## src/fader_pkg.sv

```systemverilog
package fader_pkg;

   localparam int PIX_W  = 24; // rgb888
   localparam int COMP_W = 8;
   localparam int AXI_AW = 4;
   localparam int AXI_DW = 32;
   localparam int PHX_W  = 8; // blend phase
   localparam int FAN_W  = 5; // log2 of front width

   // control register
   localparam logic [AXI_AW-1:0] REG_CTRL = 4'h0;
   localparam int CTRL_DARK  = 0;
   localparam int CTRL_LIGHT = 1;

   // pattern register
   localparam logic [AXI_AW-1:0] REG_PATTERN = 4'h4;
   localparam int PAT_INV = 0; // swap checkerboard parity

   // status register, read only
   localparam logic [AXI_AW-1:0] REG_STATUS = 4'h8;
   localparam int ST_DARK_EN    = 0;
   localparam int ST_LIGHT_EN   = 1;
   localparam int ST_DARK_WIPE  = 2;
   localparam int ST_LIGHT_WIPE = 3;

endpackage

```

## src/axil_regs.sv

```systemverilog
module axil_regs (
   input  logic                              clk_i,
   input  logic                              rst_ni,
   input  logic [fader_pkg::AXI_AW-1:0]      awaddr_i,
   input  logic                              awvalid_i,
   output logic                              awready_o,
   input  logic [fader_pkg::AXI_DW-1:0]      wdata_i,
   input  logic [fader_pkg::AXI_DW/8-1:0]    wstrb_i,
   input  logic                              wvalid_i,
   output logic                              wready_o,
   output logic [1:0]                        bresp_o,
   output logic                              bvalid_o,
   input  logic                              bready_i,
   input  logic [fader_pkg::AXI_AW-1:0]      araddr_i,
   input  logic                              arvalid_i,
   output logic                              arready_o,
   output logic [fader_pkg::AXI_DW-1:0]      rdata_o,
   output logic [1:0]                        rresp_o,
   output logic                              rvalid_o,
   input  logic                              rready_i,
   input  logic [3:0]                        status_i,
   output logic                              dark_req_o,
   output logic                              light_req_o,
   output logic                              pat_inv_o
);

   logic                         wr_go;
   logic                         rd_go;
   logic                         dark_q;
   logic                         light_q;
   logic                         pat_q;
   logic [fader_pkg::AXI_DW-1:0] rd_word;

   // address and data taken together, held off while a response is pending
   assign wr_go     = awvalid_i & wvalid_i & ~bvalid_o;
   assign awready_o = wr_go;
   assign wready_o  = wr_go;
   assign rd_go     = arvalid_i & ~rvalid_o;
   assign arready_o = ~rvalid_o;
   assign bresp_o   = 2'b00; // always okay
   assign rresp_o   = 2'b00;

   always_comb begin
      rd_word = '0;
      case (araddr_i)
         fader_pkg::REG_CTRL: begin
            rd_word[fader_pkg::CTRL_DARK]  = dark_q;
            rd_word[fader_pkg::CTRL_LIGHT] = light_q;
         end
         fader_pkg::REG_PATTERN: rd_word[fader_pkg::PAT_INV] = pat_q;
         fader_pkg::REG_STATUS:  rd_word[3:0] = status_i; // live status
         default: ;
      endcase
   end

   always_ff @(posedge clk_i or negedge rst_ni) begin
      if (!rst_ni) begin
         bvalid_o <= 1'b0;
         rvalid_o <= 1'b0;
         dark_q   <= 1'b0;
         light_q  <= 1'b0;
         pat_q    <= 1'b0;
      end else begin
         if (wr_go) begin
            bvalid_o <= 1'b1;
         end else if (bready_i) begin
            bvalid_o <= 1'b0;
         end
         if (rd_go) begin
            rvalid_o <= 1'b1;
         end else if (rready_i) begin
            rvalid_o <= 1'b0;
         end
         if (wr_go && wstrb_i[0]) begin
            if (awaddr_i == fader_pkg::REG_CTRL) begin
               dark_q  <= wdata_i[fader_pkg::CTRL_DARK];
               light_q <= wdata_i[fader_pkg::CTRL_LIGHT];
            end else if (awaddr_i == fader_pkg::REG_PATTERN) begin
               pat_q <= wdata_i[fader_pkg::PAT_INV];
            end
         end
      end
   end

   always_ff @(posedge clk_i) begin
      if (rd_go) begin
         rdata_o <= rd_word; // held until next accepted read
      end
   end

   assign dark_req_o  = dark_q;
   assign light_req_o = light_q;
   assign pat_inv_o   = pat_q;

endmodule

```

## src/block_locator.sv

```systemverilog
module block_locator #(
   parameter int HBLKS = 10,
   parameter int VBLKS = 10,
   parameter int BLK_W = 64,
   parameter int BLK_H = 64
) (
   input  logic                             clk_i,
   input  logic                             rst_ni,
   input  logic                             vin_vs_i,
   input  logic                             vin_hs_i,
   input  logic                             vin_de_i,
   input  logic [fader_pkg::PIX_W-1:0]      vin_data_i,
   input  logic                             pat_inv_i,
   output logic                             vs_o,
   output logic                             hs_o,
   output logic                             de_o,
   output logic [fader_pkg::PIX_W-1:0]      data_o,
   output logic [$clog2(HBLKS)-1:0]         ht_cur_o,
   output logic [$clog2(VBLKS)-1:0]         vt_cur_o,
   output logic                             blk_o
);

   localparam int SX_W = $clog2(BLK_W + 1);
   localparam int SY_W = $clog2(BLK_H + 1);
   localparam int HT_W = $clog2(HBLKS);
   localparam int VT_W = $clog2(VBLKS);

   logic [SX_W-1:0] sub_x;
   logic [SY_W-1:0] sub_y;
   logic [HT_W-1:0] ht;
   logic [VT_W-1:0] vt;
   logic            de_q;

   always_ff @(posedge clk_i or negedge rst_ni) begin
      if (!rst_ni) begin
         {vs_o, hs_o, de_o, de_q, blk_o} <= '0;
         {sub_x, sub_y, ht, vt} <= '0;
         ht_cur_o <= '0;
         vt_cur_o <= '0;
      end else begin
         vs_o     <= vin_vs_i;
         hs_o     <= vin_hs_i;
         de_o     <= vin_de_i;
         de_q     <= vin_de_i;
         ht_cur_o <= ht; // coordinates of the current pixel
         vt_cur_o <= vt;
         blk_o    <= ht[0] ^ vt[0] ^ pat_inv_i;
         if (vin_vs_i) begin // new frame
            {sub_x, sub_y, ht, vt} <= '0;
         end else if (vin_de_i) begin
            sub_x <= (sub_x == SX_W'(BLK_W - 1)) ? '0 : sub_x + 1'b1;
            if (sub_x == SX_W'(BLK_W - 1)) begin
               ht <= (ht == HT_W'(HBLKS - 1)) ? '0 : ht + 1'b1;
            end
         end else if (de_q) begin // end of active line
            sub_x <= '0;
            ht    <= '0;
            sub_y <= (sub_y == SY_W'(BLK_H - 1)) ? '0 : sub_y + 1'b1;
            if (sub_y == SY_W'(BLK_H - 1)) begin
               vt <= (vt == VT_W'(VBLKS - 1)) ? '0 : vt + 1'b1;
            end
         end
      end
   end

   always_ff @(posedge clk_i) begin
      data_o <= vin_data_i;
   end

endmodule

```

## src/fade_sequencer.sv

```systemverilog
module fade_sequencer #(
   parameter int SW_DELAY  = 16,
   parameter int PHASE     = 2048,
   parameter int PHASE_DIV = 1
) (
   input  logic                       clk_i,
   input  logic                       rst_ni,
   input  logic                       req_i,
   output logic                       en_o,
   output logic                       wipe_o,
   output logic [$clog2(PHASE)-1:0]   phase_o
);

   localparam int DLY_W = $clog2(SW_DELAY + 1);
   localparam int DIV_W = $clog2(PHASE_DIV + 1);

   logic [DLY_W-1:0] dly_cnt;
   logic [DIV_W-1:0] div_cnt;

   always_ff @(posedge clk_i or negedge rst_ni) begin
      if (!rst_ni) begin
         en_o    <= 1'b0;
         wipe_o  <= 1'b0;
         phase_o <= '0;
         dly_cnt <= '0;
         div_cnt <= '0;
      end else begin
         if (wipe_o) begin
            if (div_cnt < DIV_W'(PHASE_DIV - 1)) begin
               div_cnt <= div_cnt + 1'b1;
            end else if (phase_o < $bits(phase_o)'(PHASE - 1)) begin
               phase_o <= phase_o + 1'b1;
               div_cnt <= '0;
            end else begin // sweep done
               wipe_o  <= 1'b0;
               phase_o <= '0;
               div_cnt <= '0;
            end
         end
         if (req_i == en_o) begin
            dly_cnt <= '0; // request withdrawn
         end else if (dly_cnt < DLY_W'(SW_DELAY - 1)) begin
            dly_cnt <= dly_cnt + 1'b1;
         end else begin
            en_o    <= req_i;
            dly_cnt <= '0;
            phase_o <= '0;
            div_cnt <= '0;
            wipe_o  <= ~wipe_o; // running wipe is dropped, new state at once
         end
      end
   end

endmodule

```

## src/smoother.sv

```systemverilog
module smoother #(
   parameter int HBLKS     = 10,
   parameter int VBLKS     = 10,
   parameter int SW_DELAY  = 16,
   parameter int PHASE_DIV = 1
) (
   input  logic                           clk_i,
   input  logic                           rst_ni,
   input  logic                           dl_i,
   input  logic                           ld_i,
   input  logic                           vin_vs_i,
   input  logic                           vin_hs_i,
   input  logic                           vin_de_i,
   input  logic [fader_pkg::PIX_W-1:0]    vin_data_i,
   input  logic [$clog2(HBLKS)-1:0]       ht_cur_i,
   input  logic [$clog2(VBLKS)-1:0]       vt_cur_i,
   input  logic                           blk_i,
   output logic                           vout_vs_o,
   output logic                           vout_hs_o,
   output logic                           vout_de_o,
   output logic [fader_pkg::PIX_W-1:0]    vout_data_o,
   output logic                           dl_en_o,
   output logic                           ld_en_o,
   output logic                           dl_wipe_o,
   output logic                           ld_wipe_o
);

   localparam int PHASE     = (HBLKS + VBLKS / 2) * 256;
   localparam int PH_W      = $clog2(PHASE);
   localparam int REL_W     = PH_W;
   localparam int FW        = fader_pkg::FAN_W;
   localparam int FRAC_W    = fader_pkg::PHX_W - FW;
   localparam int FAN_WIDTH = 2 ** FW / 2;
   localparam int CW        = fader_pkg::COMP_W;
   localparam logic signed [REL_W-1:0] REL_MAX = {1'b0, {(REL_W - 1){1'b1}}};

   logic [PH_W-1:0]                 dl_phase, ld_phase, dl_phase_r, ld_phase_r;
   logic signed [REL_W-1:0]         dl_rel, ld_rel;
   logic [fader_pkg::PHX_W-1:0]     dl_phx, ld_phx, phx;
   logic                            blk_r, blk_rr;
   logic                            l_inv, d_inv;
   logic [CW-1:0]                   l_ctrl, d_ctrl, odd;
   logic [3:0]                      vs_d, hs_d, de_d;
   logic [fader_pkg::PIX_W-1:0]     data_d [3];

   // block distance behind the chevron front, in whole blocks
   function automatic logic signed [REL_W-1:0] front_rel(input int h, input int v,
                                                         input logic [PH_W-1:0] ph);
      int d;
      if (v < VBLKS / 2) begin
         d = int'(ph >> 8) + h + v - VBLKS / 2;
      end else begin
         d = int'(ph >> 8) + h - v + VBLKS / 2 - 1;
      end
      return REL_W'(d);
   endfunction

   function automatic logic [fader_pkg::PHX_W-1:0] front_phx(
      input logic signed [REL_W-1:0] rel, input logic [FRAC_W-1:0] frac);
      if (rel >= FAN_WIDTH) begin
         return '1; // new mapping
      end else if (rel < -FAN_WIDTH) begin
         return '0; // old mapping
      end
      return {FW'(rel + FAN_WIDTH), frac};
   endfunction

   // clamp and invert one component, light or dark half chosen by level
   function automatic logic [CW-1:0] remap(input logic [CW-1:0] c, input logic li,
                                           input logic di, input logic [CW-1:0] lc,
                                           input logic [CW-1:0] dc);
      logic [CW-1:0] r;
      if (c >= 127) begin
         r = c ^ {CW{li}};
         if ((!li && c > lc) || (li && ~c < lc)) r = lc;
      end else begin
         r = c ^ {CW{di}};
         if ((!di && c < dc) || (di && ~c > dc)) r = dc;
      end
      return r;
   endfunction

   fade_sequencer #(
      .SW_DELAY  (SW_DELAY),
      .PHASE     (PHASE),
      .PHASE_DIV (PHASE_DIV)
   ) u_dark_seq (
      .clk_i   (clk_i),
      .rst_ni  (rst_ni),
      .req_i   (dl_i),
      .en_o    (dl_en_o),
      .wipe_o  (dl_wipe_o),
      .phase_o (dl_phase)
   );

   fade_sequencer #(
      .SW_DELAY  (SW_DELAY),
      .PHASE     (PHASE),
      .PHASE_DIV (PHASE_DIV)
   ) u_light_seq (
      .clk_i   (clk_i),
      .rst_ni  (rst_ni),
      .req_i   (ld_i),
      .en_o    (ld_en_o),
      .wipe_o  (ld_wipe_o),
      .phase_o (ld_phase)
   );

   // stages 1 and 2: front distance, then blend phase
   always_ff @(posedge clk_i or negedge rst_ni) begin
      if (!rst_ni) begin
         dl_rel <= REL_MAX;
         ld_rel <= REL_MAX;
         dl_phx <= '1;
         ld_phx <= '1;
      end else begin
         dl_rel <= dl_wipe_o ? front_rel(int'(ht_cur_i), int'(vt_cur_i), dl_phase) : REL_MAX;
         ld_rel <= ld_wipe_o ? front_rel(HBLKS - 1 - int'(ht_cur_i), int'(vt_cur_i), ld_phase)
                             : REL_MAX; // light wipe mirrored
         dl_phx <= front_phx(dl_rel, dl_phase_r[7 -: FRAC_W]);
         ld_phx <= front_phx(ld_rel, ld_phase_r[7 -: FRAC_W]);
      end
   end

   always_ff @(posedge clk_i) begin
      dl_phase_r <= dl_phase;
      ld_phase_r <= ld_phase;
      blk_r      <= blk_i;
      blk_rr     <= blk_r;
   end

   assign phx = blk_rr ? ld_phx : dl_phx;
   assign odd = {phx[6:0], 1'b1}; // (phx mod 128) * 2 + 1

   // stage 3: invert flags and clamp levels, phx[6] splits each half
   always_ff @(posedge clk_i or negedge rst_ni) begin
      if (!rst_ni) begin
         {l_inv, d_inv} <= 2'b00;
         l_ctrl <= '1;
         d_ctrl <= '0;
      end else begin
         case ({blk_rr, blk_rr ? ld_en_o : dl_en_o, phx[7]})
            3'b010: {l_inv, d_inv, l_ctrl, d_ctrl} <= {phx[6], 1'b0, ~{phx[6:0], 1'b0}, 8'h00};
            3'b011: {l_inv, d_inv, l_ctrl, d_ctrl} <= {1'b1, phx[6], 8'h00, odd};
            3'b000: {l_inv, d_inv, l_ctrl, d_ctrl} <= {~phx[6], 1'b0, odd, 8'h00};
            3'b001: {l_inv, d_inv, l_ctrl, d_ctrl} <= {1'b0, ~phx[6], 8'hff, ~odd};
            3'b110: {l_inv, d_inv, l_ctrl, d_ctrl} <= {1'b0, ~phx[6], 8'h00, ~odd};
            3'b111: {l_inv, d_inv, l_ctrl, d_ctrl} <= {~phx[6], 1'b0, odd, 8'h00};
            3'b100: {l_inv, d_inv, l_ctrl, d_ctrl} <= {1'b0, phx[6], 8'hff, odd};
            default: {l_inv, d_inv, l_ctrl, d_ctrl} <= {phx[6], 1'b1, ~odd, 8'hff};
         endcase
      end
   end

   // timing and data pipeline, stage 4 is the remap register
   always_ff @(posedge clk_i or negedge rst_ni) begin
      if (!rst_ni) begin
         vs_d        <= '0;
         hs_d        <= '0;
         de_d        <= '0;
         vout_data_o <= '0;
      end else begin
         vs_d <= {vs_d[2:0], vin_vs_i};
         hs_d <= {hs_d[2:0], vin_hs_i};
         de_d <= {de_d[2:0], vin_de_i};
         for (int i = 0; i < fader_pkg::PIX_W / CW; i++) begin
            vout_data_o[i*CW +: CW] <= remap(data_d[2][i*CW +: CW], l_inv, d_inv,
                                             l_ctrl, d_ctrl);
         end
      end
   end

   always_ff @(posedge clk_i) begin
      data_d[0] <= vin_data_i;
      data_d[1] <= data_d[0];
      data_d[2] <= data_d[1];
   end

   assign vout_vs_o = vs_d[3];
   assign vout_hs_o = hs_d[3];
   assign vout_de_o = de_d[3];

endmodule

```

## src/video_fader_top.sv

```systemverilog
module video_fader_top #(
   parameter int HBLKS     = 10,
   parameter int VBLKS     = 10,
   parameter int BLK_W     = 64,
   parameter int BLK_H     = 64,
   parameter int SW_DELAY  = 16,
   parameter int PHASE_DIV = 1
) (
   input  logic                              clk_i,
   input  logic                              rst_ni,
   input  logic [fader_pkg::AXI_AW-1:0]      awaddr_i,
   input  logic                              awvalid_i,
   output logic                              awready_o,
   input  logic [fader_pkg::AXI_DW-1:0]      wdata_i,
   input  logic [fader_pkg::AXI_DW/8-1:0]    wstrb_i,
   input  logic                              wvalid_i,
   output logic                              wready_o,
   output logic [1:0]                        bresp_o,
   output logic                              bvalid_o,
   input  logic                              bready_i,
   input  logic [fader_pkg::AXI_AW-1:0]      araddr_i,
   input  logic                              arvalid_i,
   output logic                              arready_o,
   output logic [fader_pkg::AXI_DW-1:0]      rdata_o,
   output logic [1:0]                        rresp_o,
   output logic                              rvalid_o,
   input  logic                              rready_i,
   input  logic                              vin_vs_i,
   input  logic                              vin_hs_i,
   input  logic                              vin_de_i,
   input  logic [fader_pkg::PIX_W-1:0]       vin_data_i,
   output logic                              vout_vs_o,
   output logic                              vout_hs_o,
   output logic                              vout_de_o,
   output logic [fader_pkg::PIX_W-1:0]       vout_data_o
);

   logic                          dark_req, light_req, pat_inv;
   logic                          dl_en, ld_en, dl_wipe, ld_wipe;
   logic [3:0]                    status;
   logic                          loc_vs, loc_hs, loc_de, loc_blk;
   logic [fader_pkg::PIX_W-1:0]   loc_data;
   logic [$clog2(HBLKS)-1:0]      ht_cur;
   logic [$clog2(VBLKS)-1:0]      vt_cur;

   assign status[fader_pkg::ST_DARK_EN]    = dl_en;
   assign status[fader_pkg::ST_LIGHT_EN]   = ld_en;
   assign status[fader_pkg::ST_DARK_WIPE]  = dl_wipe;
   assign status[fader_pkg::ST_LIGHT_WIPE] = ld_wipe;

   axil_regs u_regs (
      .clk_i       (clk_i),
      .rst_ni      (rst_ni),
      .awaddr_i    (awaddr_i),
      .awvalid_i   (awvalid_i),
      .awready_o   (awready_o),
      .wdata_i     (wdata_i),
      .wstrb_i     (wstrb_i),
      .wvalid_i    (wvalid_i),
      .wready_o    (wready_o),
      .bresp_o     (bresp_o),
      .bvalid_o    (bvalid_o),
      .bready_i    (bready_i),
      .araddr_i    (araddr_i),
      .arvalid_i   (arvalid_i),
      .arready_o   (arready_o),
      .rdata_o     (rdata_o),
      .rresp_o     (rresp_o),
      .rvalid_o    (rvalid_o),
      .rready_i    (rready_i),
      .status_i    (status),
      .dark_req_o  (dark_req),
      .light_req_o (light_req),
      .pat_inv_o   (pat_inv)
   );

   block_locator #(
      .HBLKS (HBLKS),
      .VBLKS (VBLKS),
      .BLK_W (BLK_W),
      .BLK_H (BLK_H)
   ) u_locator (
      .clk_i      (clk_i),
      .rst_ni     (rst_ni),
      .vin_vs_i   (vin_vs_i),
      .vin_hs_i   (vin_hs_i),
      .vin_de_i   (vin_de_i),
      .vin_data_i (vin_data_i),
      .pat_inv_i  (pat_inv),
      .vs_o       (loc_vs),
      .hs_o       (loc_hs),
      .de_o       (loc_de),
      .data_o     (loc_data),
      .ht_cur_o   (ht_cur),
      .vt_cur_o   (vt_cur),
      .blk_o      (loc_blk)
   );

   smoother #(
      .HBLKS     (HBLKS),
      .VBLKS     (VBLKS),
      .SW_DELAY  (SW_DELAY),
      .PHASE_DIV (PHASE_DIV)
   ) u_smoother (
      .clk_i       (clk_i),
      .rst_ni      (rst_ni),
      .dl_i        (dark_req),
      .ld_i        (light_req),
      .vin_vs_i    (loc_vs),
      .vin_hs_i    (loc_hs),
      .vin_de_i    (loc_de),
      .vin_data_i  (loc_data),
      .ht_cur_i    (ht_cur),
      .vt_cur_i    (vt_cur),
      .blk_i       (loc_blk),
      .vout_vs_o   (vout_vs_o),
      .vout_hs_o   (vout_hs_o),
      .vout_de_o   (vout_de_o),
      .vout_data_o (vout_data_o),
      .dl_en_o     (dl_en),
      .ld_en_o     (ld_en),
      .dl_wipe_o   (dl_wipe),
      .ld_wipe_o   (ld_wipe)
   );

endmodule

```

## config.mk

```make
export PLATFORM = sky130hd
export DESIGN_NAME = video_fader_top
export DESIGN_NICKNAME = d
export VERILOG_FILES = /design/src/fader_pkg.sv /design/src/axil_regs.sv /design/src/block_locator.sv /design/src/fade_sequencer.sv /design/src/smoother.sv /design/src/video_fader_top.sv
export SDC_FILE = /design/constraint.sdc
export NUM_CORES = 1
export LEC_CHECK = 0
export BUFFER_PORTS_ARGS = -buffer_cell sky130_fd_sc_hd__buf_4
export CORE_MARGIN = 1.5
export CORE_UTILIZATION = 55
export CTS_CLUSTER_SIZE = 12
export DETAILED_ROUTE_END_ITERATION = 10
export PLACE_DENSITY = 0.78
export SLEW_MARGIN = 20
export SYNTH_ARGS = -nofsm -noshare
export SYNTH_HDL_FRONTEND = slang
export SYNTH_SLANG_ARGS = --single-unit
```

## constraint.sdc

```tcl
create_clock -name clk_i -period 7.53 [get_ports clk_i]
set_input_delay 0.3765 -clock clk_i [delete_from_list [all_inputs] [get_ports clk_i]]
set_output_delay 0.3765 -clock clk_i [all_outputs]
set_load 0.005 [all_outputs]
```

== Word level (Yosys, flattened, before mapping) ==
Memory sizes are Yosys's and may differ from the RTL's.
Cells that the tools add are included.
Storage, ports and cells
  register bits: 219
  memory bits (writable): 72
  bits of input ports: 78
  memories: 1
Operators by class
  add/sub/neg operators: 25
  $lt $le $gt $ge: 26
  equal/unequal tests: 17
  muxes and demuxes: 85
  bitwise operators: 26
  reduce and logical (&&, ||, !) cells: 43
Memories
  u_smoother.data_d: depth 3, bits a word 24, read ports 3, clocked after Yosys merged registers in 0, wr ports 3, line smoother.sv:44  | logic [fader_pkg::PIX_W-1:0] data_d [3];
Operators with widths (number)
  $mux W12: 14
  $mux W8: 16
  $mux W7: 8
  $gt A8 B8 Y1: 6
  $lt A8 B8 Y1: 6
  $xor A8 B8 Y8: 6
  $mux W4: 10
  $not A8 Y8: 5
  $pmux W8 S4: 1
  $mux W1: 27
  $add A12 B1 Y12 const B: 2
  $add A12 B4 Y12 const B: 2
  $ge A12 B6 Y1 const B: 2
  $ge A8 B7 Y1 const B: 3
  $lt A12 B12 Y1 const B: 2
  $lt A12 B5 Y1 const B: 2
  $pmux W8 S3: 1
  $sub A12 B2 Y12 const B: 2
  $sub A12 B4 Y12 const B: 2
  $mux W5: 4
  $add A7 B1 Y7 const B: 2
  $eq A7 B6 Y1 const B: 2
  $logic_and A1 B1 Y1: 13
  $add A12 B5 Y12: 1
  other kinds (36): 83

== Longest topological paths before layout ==
  depth after elaboration: 7
  mapped depth: 16

== Modules after synthesis ==
From an unflattened synthesis, not the netlist that was laid out.
Second synthesis, totals
  cell total of the unflattened synthesis: 1445
  area total of the unflattened synthesis: 14587.7 sq um
Modules (own cells, without submodules)
  smoother: instances 1, cells each 1018, area each 9978.3 sq um, seq. area each 3986.3 sq um
  block_locator: instances 1, cells each 158, area each 2005.7 sq um, seq. area each 1331.3 sq um
  fade_sequencer: instances 2, cells each 102, area each 970.9 sq um, seq. area each 475.5 sq um
  axil_regs: instances 1, cells each 65, area each 661.9 sq um, seq. area each 245.2 sq um

== Worst setup path before layout ==
Ideal clock, no wire load.
  path type: register to register
  start: register u_smoother.u_light_seq.phase_o[8]
  end: register u_smoother.ld_rel[5]
  arrival: 3.033 ns
  data required time: 7.466 ns
  setup slack: 4.433 ns
  cell stages (with the launch flop): 13
  path buffers: 0
  clock period less this slack: 3.097 ns
  path through: dfrtp_1 > ha_1 > inv_1 > fa_1 > inv_1 > ha_1 > ha_1 > fa_1 > a21o_1 > a21o_1 > fa_1 > nand2_1 > nand3_1
On the way
  word-level cells in the longest chain between the ends: 6
RTL lines
  start, declared: line fade_sequencer.sv:11  | output logic [$clog2(PHASE)-1:0] phase_o
  start signal, assigned: line fade_sequencer.sv:32  | phase_o <= phase_o + 1'b1;
  $add A5 B5 Y6 *: line smoother.sv:51, smoother.sv:53
  $sub A12 B5 Y12: line smoother.sv:53  | d = int'(ph >> 8) + h - v + VBLKS / 2 - 1;
  $add A12 B4 Y12: line smoother.sv:53
  $sub A12 B2 Y12: line smoother.sv:53
  $mux W12 *: line smoother.sv:50  | if (v < VBLKS / 2) begin
  $mux W12 *: line smoother.sv:118  | ld_rel <= ld_wipe_o ? front_rel(HBLKS - 1 - int'(ht_cur_i), int'(vt_cur_i), ld_phase)
  end signal, assigned: line smoother.sv:118
  end, declared: line smoother.sv:38  | logic signed [REL_W-1:0] dl_rel, ld_rel;
Mark *: on every way between the ends. The rest lies on a longest branch, timed or not.
A chain may end at the register's enable or synchronous reset.

== Final worst setup path ==
  start: register u_smoother.d_ctrl[7]
  end: register u_smoother.vout_data_o[8] (netlist name)
On the way
  word-level cells in the longest chain between the ends: 5
RTL lines
  start, declared: line smoother.sv:42  | logic [CW-1:0] l_ctrl, d_ctrl, odd;
  start signal, assigned: line smoother.sv:143  | 3'b010: {l_inv, d_inv, l_ctrl, d_ctrl} <= {phx[6], 1'b0, ~{phx[6:0], 1'b0}, 8'h00};
  start signal, assigned: line smoother.sv:144  | 3'b011: {l_inv, d_inv, l_ctrl, d_ctrl} <= {1'b1, phx[6], 8'h00, odd};
  start signal, assigned: line smoother.sv:145  | 3'b000: {l_inv, d_inv, l_ctrl, d_ctrl} <= {~phx[6], 1'b0, odd, 8'h00};
  $lt A8 B8 Y1 or $gt A8 B8 Y1 (tied branches): line smoother.sv:78  | if ((!di && c < dc) || (di && ~c > dc)) r = dc;
  $logic_and A1 B1 Y1: line smoother.sv:78
  $logic_or A1 B1 Y1 *: line smoother.sv:78
  $mux W8 *: line smoother.sv:78
  $mux W8 *: line smoother.sv:73  | if (c >= 127) begin
  end signal, assigned by index: line smoother.sv:167  | vout_data_o[i*CW +: CW] <= remap(data_d[2][i*CW +: CW], l_inv, d_inv,
  end, declared: line smoother.sv:21  | output logic [fader_pkg::PIX_W-1:0] vout_data_o,
Marked as above.

==> impl_metrics.py <==
metrics = {
    "sta": {
        "hold_viol": 0,
        "finalCritPeriodShare": 0.451,
        "rsz0062_at_grt": "false",
        "report.final.slew_viol_count": 0,
        "post-route-min-period_ns": 3.39,
        "worst_pin_slew_ns": 0.954,
        "tns_ns": 0,
        "maxSlewHeadroom": 0.364,
        "fmax_mhz": 295,
        "whs_ns": 0.0376,
        "setup_viol_count_final": 0,
        "finClkSkew_ns": 0.0177,
    },
    "synth": {
        "netlist_area_um2": 14100,
        "syn_inst": 1360,
        "synth.area.top_cells": "dfrtp_1 (22%), dfxtp_1 (15%), ha_1 (13%)",
        "synth_cell_types": 70,
        "synth_edf_count": 4,
        "yosysTopAreaCell": "dfrtp_1",
        "ys.flop_type": "dfrtp_1",
        "yosys_warnings": 0,
        "postSynth.asyncResetShare": 0.610,
        "synth-seq-cells": 277,
        "yosysTopAreaCellShare": 0.221,
        "yosysSeqAreaShare": 0.462,
        "syn_area_per_cell_um2": 10.3,
    },
    "drt": {
        "drc_errors": 0,
        "drtPass1Iterations": 5,
        "wire_per_inst_um": 15.8,
        "postRouteAntennaNets": 0,
        "wirelength_mm": 28.8,
        "drt_iter0_drc": 581,
        "vias": 9839,
        "viasPerCell": 5.41,
    },
    "die": {
        "ios": 146,
        "coreArea_um2": 25100,
        "start_util": 0.560,
        "die_w_um": 163,
        "die_y_um": 163,
        "rows": 58,
        "die-area_um2": 26500,
    },
    "cells_and_area": {
        "fillCellCount": 1990,
        "multi_input_area_um2": 6950,
        "final_net_count": 1698,
        "final_cell_mix": "ha_1 (145), dfrtp_1 (124), dfxtp_1 (104), nor2_1 (93), inv_1 (92)",
        "layout.area.seq_um2": 6490,
        "antenna_cells": 0,
        "final_common_cell": "ha_1",
        "area_delta_synth_final_pct": 14.4,
        "drive_gt1_frac": 0.132,
    },
    "job": {
        "cap_violations": 0,
    },
    "place": {
        "hpwl_mm": 20.3,
        "globalplace.congestion": 0.932,
        "port_buffers": 80,
    },
    "setup_path": {
        "path_delay_family": "compound AO/OA/AOI/OAI gates",
        "slowest_stage": "a311oi_4",
        "worstPathCellList": "buf_4 -> inv_2 -> ha_1 -> or4_1 -> o221a_1 -> a311oi_4 -> mux2i_1 -> o221ai_2",
        "required_ns": 7.93,
        "cp-start-kind": "flip-flop",
        "cp_num_buf_inv": 2,
        "critPathCaptureType": "flip-flop",
        "crit_path_max_incr_delay_ns": 0.59,
        "worst-endpoint-arrival_ns": 3.79,
        "path_class": "reg2reg",
        "cp_max_fo": 33,
    },
    "grt": {
        "antenna_found_initial": 1,
        "grt-ovfl-total": 0,
        "first_global_vias": 9698,
        "grt_use_total": 0.222,
        "grt_max_degree": 89,
        "grt_pass1_wl_mm": 47.3,
    },
    "clock_network": {
        "cts_buffers": 29,
        "cts_resized": 0,
        "htreeDepth": 1,
        "cts_tree": "done",
        "clkTransAtPathRegs_ns": 0.06,
        "cts-hold-fix-buffers": 29,
        "cts_sinks": 277,
        "post_cts_buffers": 0,
        "clk_latency_ns": 0.56,
        "clock_path_buffers": 3,
        "cts_root_buffer": "clkbuf_16",
    },
    "min_path": {
        "hold_path.class": "in2reg",
    },
    "run_status": {
        "status": "finished, final reports clean",
    },
    "power": {
        "ir_worst_vdd_mv": 0.180,
        "p_leak_uw": 0.00756,
        "power_per_cell_area_nw_per_um2": 263,
    },
}
per-layer routing:
metal / GRT usage / share of wire / up-vias
met2: 0.401 / 0.50 / 238
met4: 0.0801 / 0.035 / 0
li1: - / - / 4850
met1: 0.270 / 0.42 / 4677
met5: 0 / 0 / -
met3: 0.0303 / 0.039 / 74
report_power, final:
part / switching [µW] / total [µW] / leakage [µW] / internal (µW)
Clock: 564 / 1350 / 0.000444 / 790
Sequential: 130 / 1770 / 0.00301 / 1640
Combinational: 624 / 1110 / 0.00411 / 489
cell type report:
type,instances,area share
Clock buffer,49,0.0543
Timing Repair Buffer,116,0.0592
Sequential cell,277,0.404
Tap cell,330,0.0257
Multi-Input combinational cell,949,0.433
Inverter,94,0.0219
Clock inverter,5,0.00272
sequential cells by signal (all words and copies together), names as in the netlist, 8 cells and up:
register / flops
u_smoother.data_d: 72
u_locator.data_o: 24
u_smoother.vout_data_o: 24
u_smoother.dl_rel: 12
u_smoother.u_dark_seq.phase_o: 12
u_smoother.u_light_seq.phase_o: 12
u_smoother.ld_rel: 11
u_smoother.d_ctrl: 8
u_smoother.dl_phx: 8
u_smoother.l_ctrl: 8
u_smoother.ld_phx: 8
worst paths after layout:
kind                            slack [ns]  cells past startpoint                             start                                  end
worst max-delay path                  4.14                      8    u_smoother.d_ctrl[7]$_DFF_PN0_  u_smoother.vout_data_o[8]$_DFF_PN0_
worst min-delay path                  0.04                      1                          vin_vs_i             u_locator.vs_o$_DFF_PN0_
worst max register to register        4.14                      8    u_smoother.d_ctrl[7]$_DFF_PN0_  u_smoother.vout_data_o[8]$_DFF_PN0_
worst min register to register        0.32                      0  u_smoother.data_d[0][34]$_DFF_P_     u_smoother.data_d[0][58]$_DFF_P_
max in group asynchronous             5.82                      3                            rst_ni      u_smoother.ld_rel[11]$_DFF_PN0_
min in group asynchronous             0.45                      2                            rst_ni             u_locator.de_o$_DFF_PN0_
worst register-to-register path: stages (launching register included):
cell and delay (ns):
dfrtp_1 0.32, buf_4 0.45, inv_2 0.23, ha_1 0.40, or4_1 0.51, o221a_1 0.30
a311oi_4 0.59, mux2i_1 0.31, o221ai_2 0.13
Yosys cell counts (16+ instances only):
cell,count
buf_4,33
nor2_1,93
o21ai_0,54
xnor2_1,32
ha_1,145
and3_1,16
xor2_1,78
or3_1,20
nor2b_1,22
mux2i_1,20
nand2b_1,18
dfxtp_1,104
a21oi_1,49
dfrtp_1,124
a21o_1,29
inv_1,92
nand2_1,91
clkbuf_1,35
nand3_1,56
dfstp_2,45
logic make-up after synthesis:
logic type               synth area share
AO/OA/AOI/OAI                       0.124
XOR/XNOR                           0.0686
adder cells (fa/ha/maj)             0.141
buffers and inverters              0.0531
flip-flops                          0.462
multiplexers                       0.0199
other                            0.000267
AND/OR/NAND/NOR                     0.132
metrics by stage:
stage / cell area, µm² / utilization / setup WS (ns) / std cells / power [µW]
after floorplan: 14200 / - / 4.43 / 1391 / 2500
after global placement: 14900 / 0.592 / 4.21 / 1737 / 2850
after detailed placement: 14900 / 0.592 / 4.14 / 1737 / 2880
after CTS: 16100 / 0.640 / 4.14 / 1820 / 4260
after global routing: 16100 / 0.640 / 3.89 / 1820 / 4470
final: 16100 / 0.640 / 4.14 / 1820 / 4230
No activity file was read; power rests on OpenSTA's default activity.
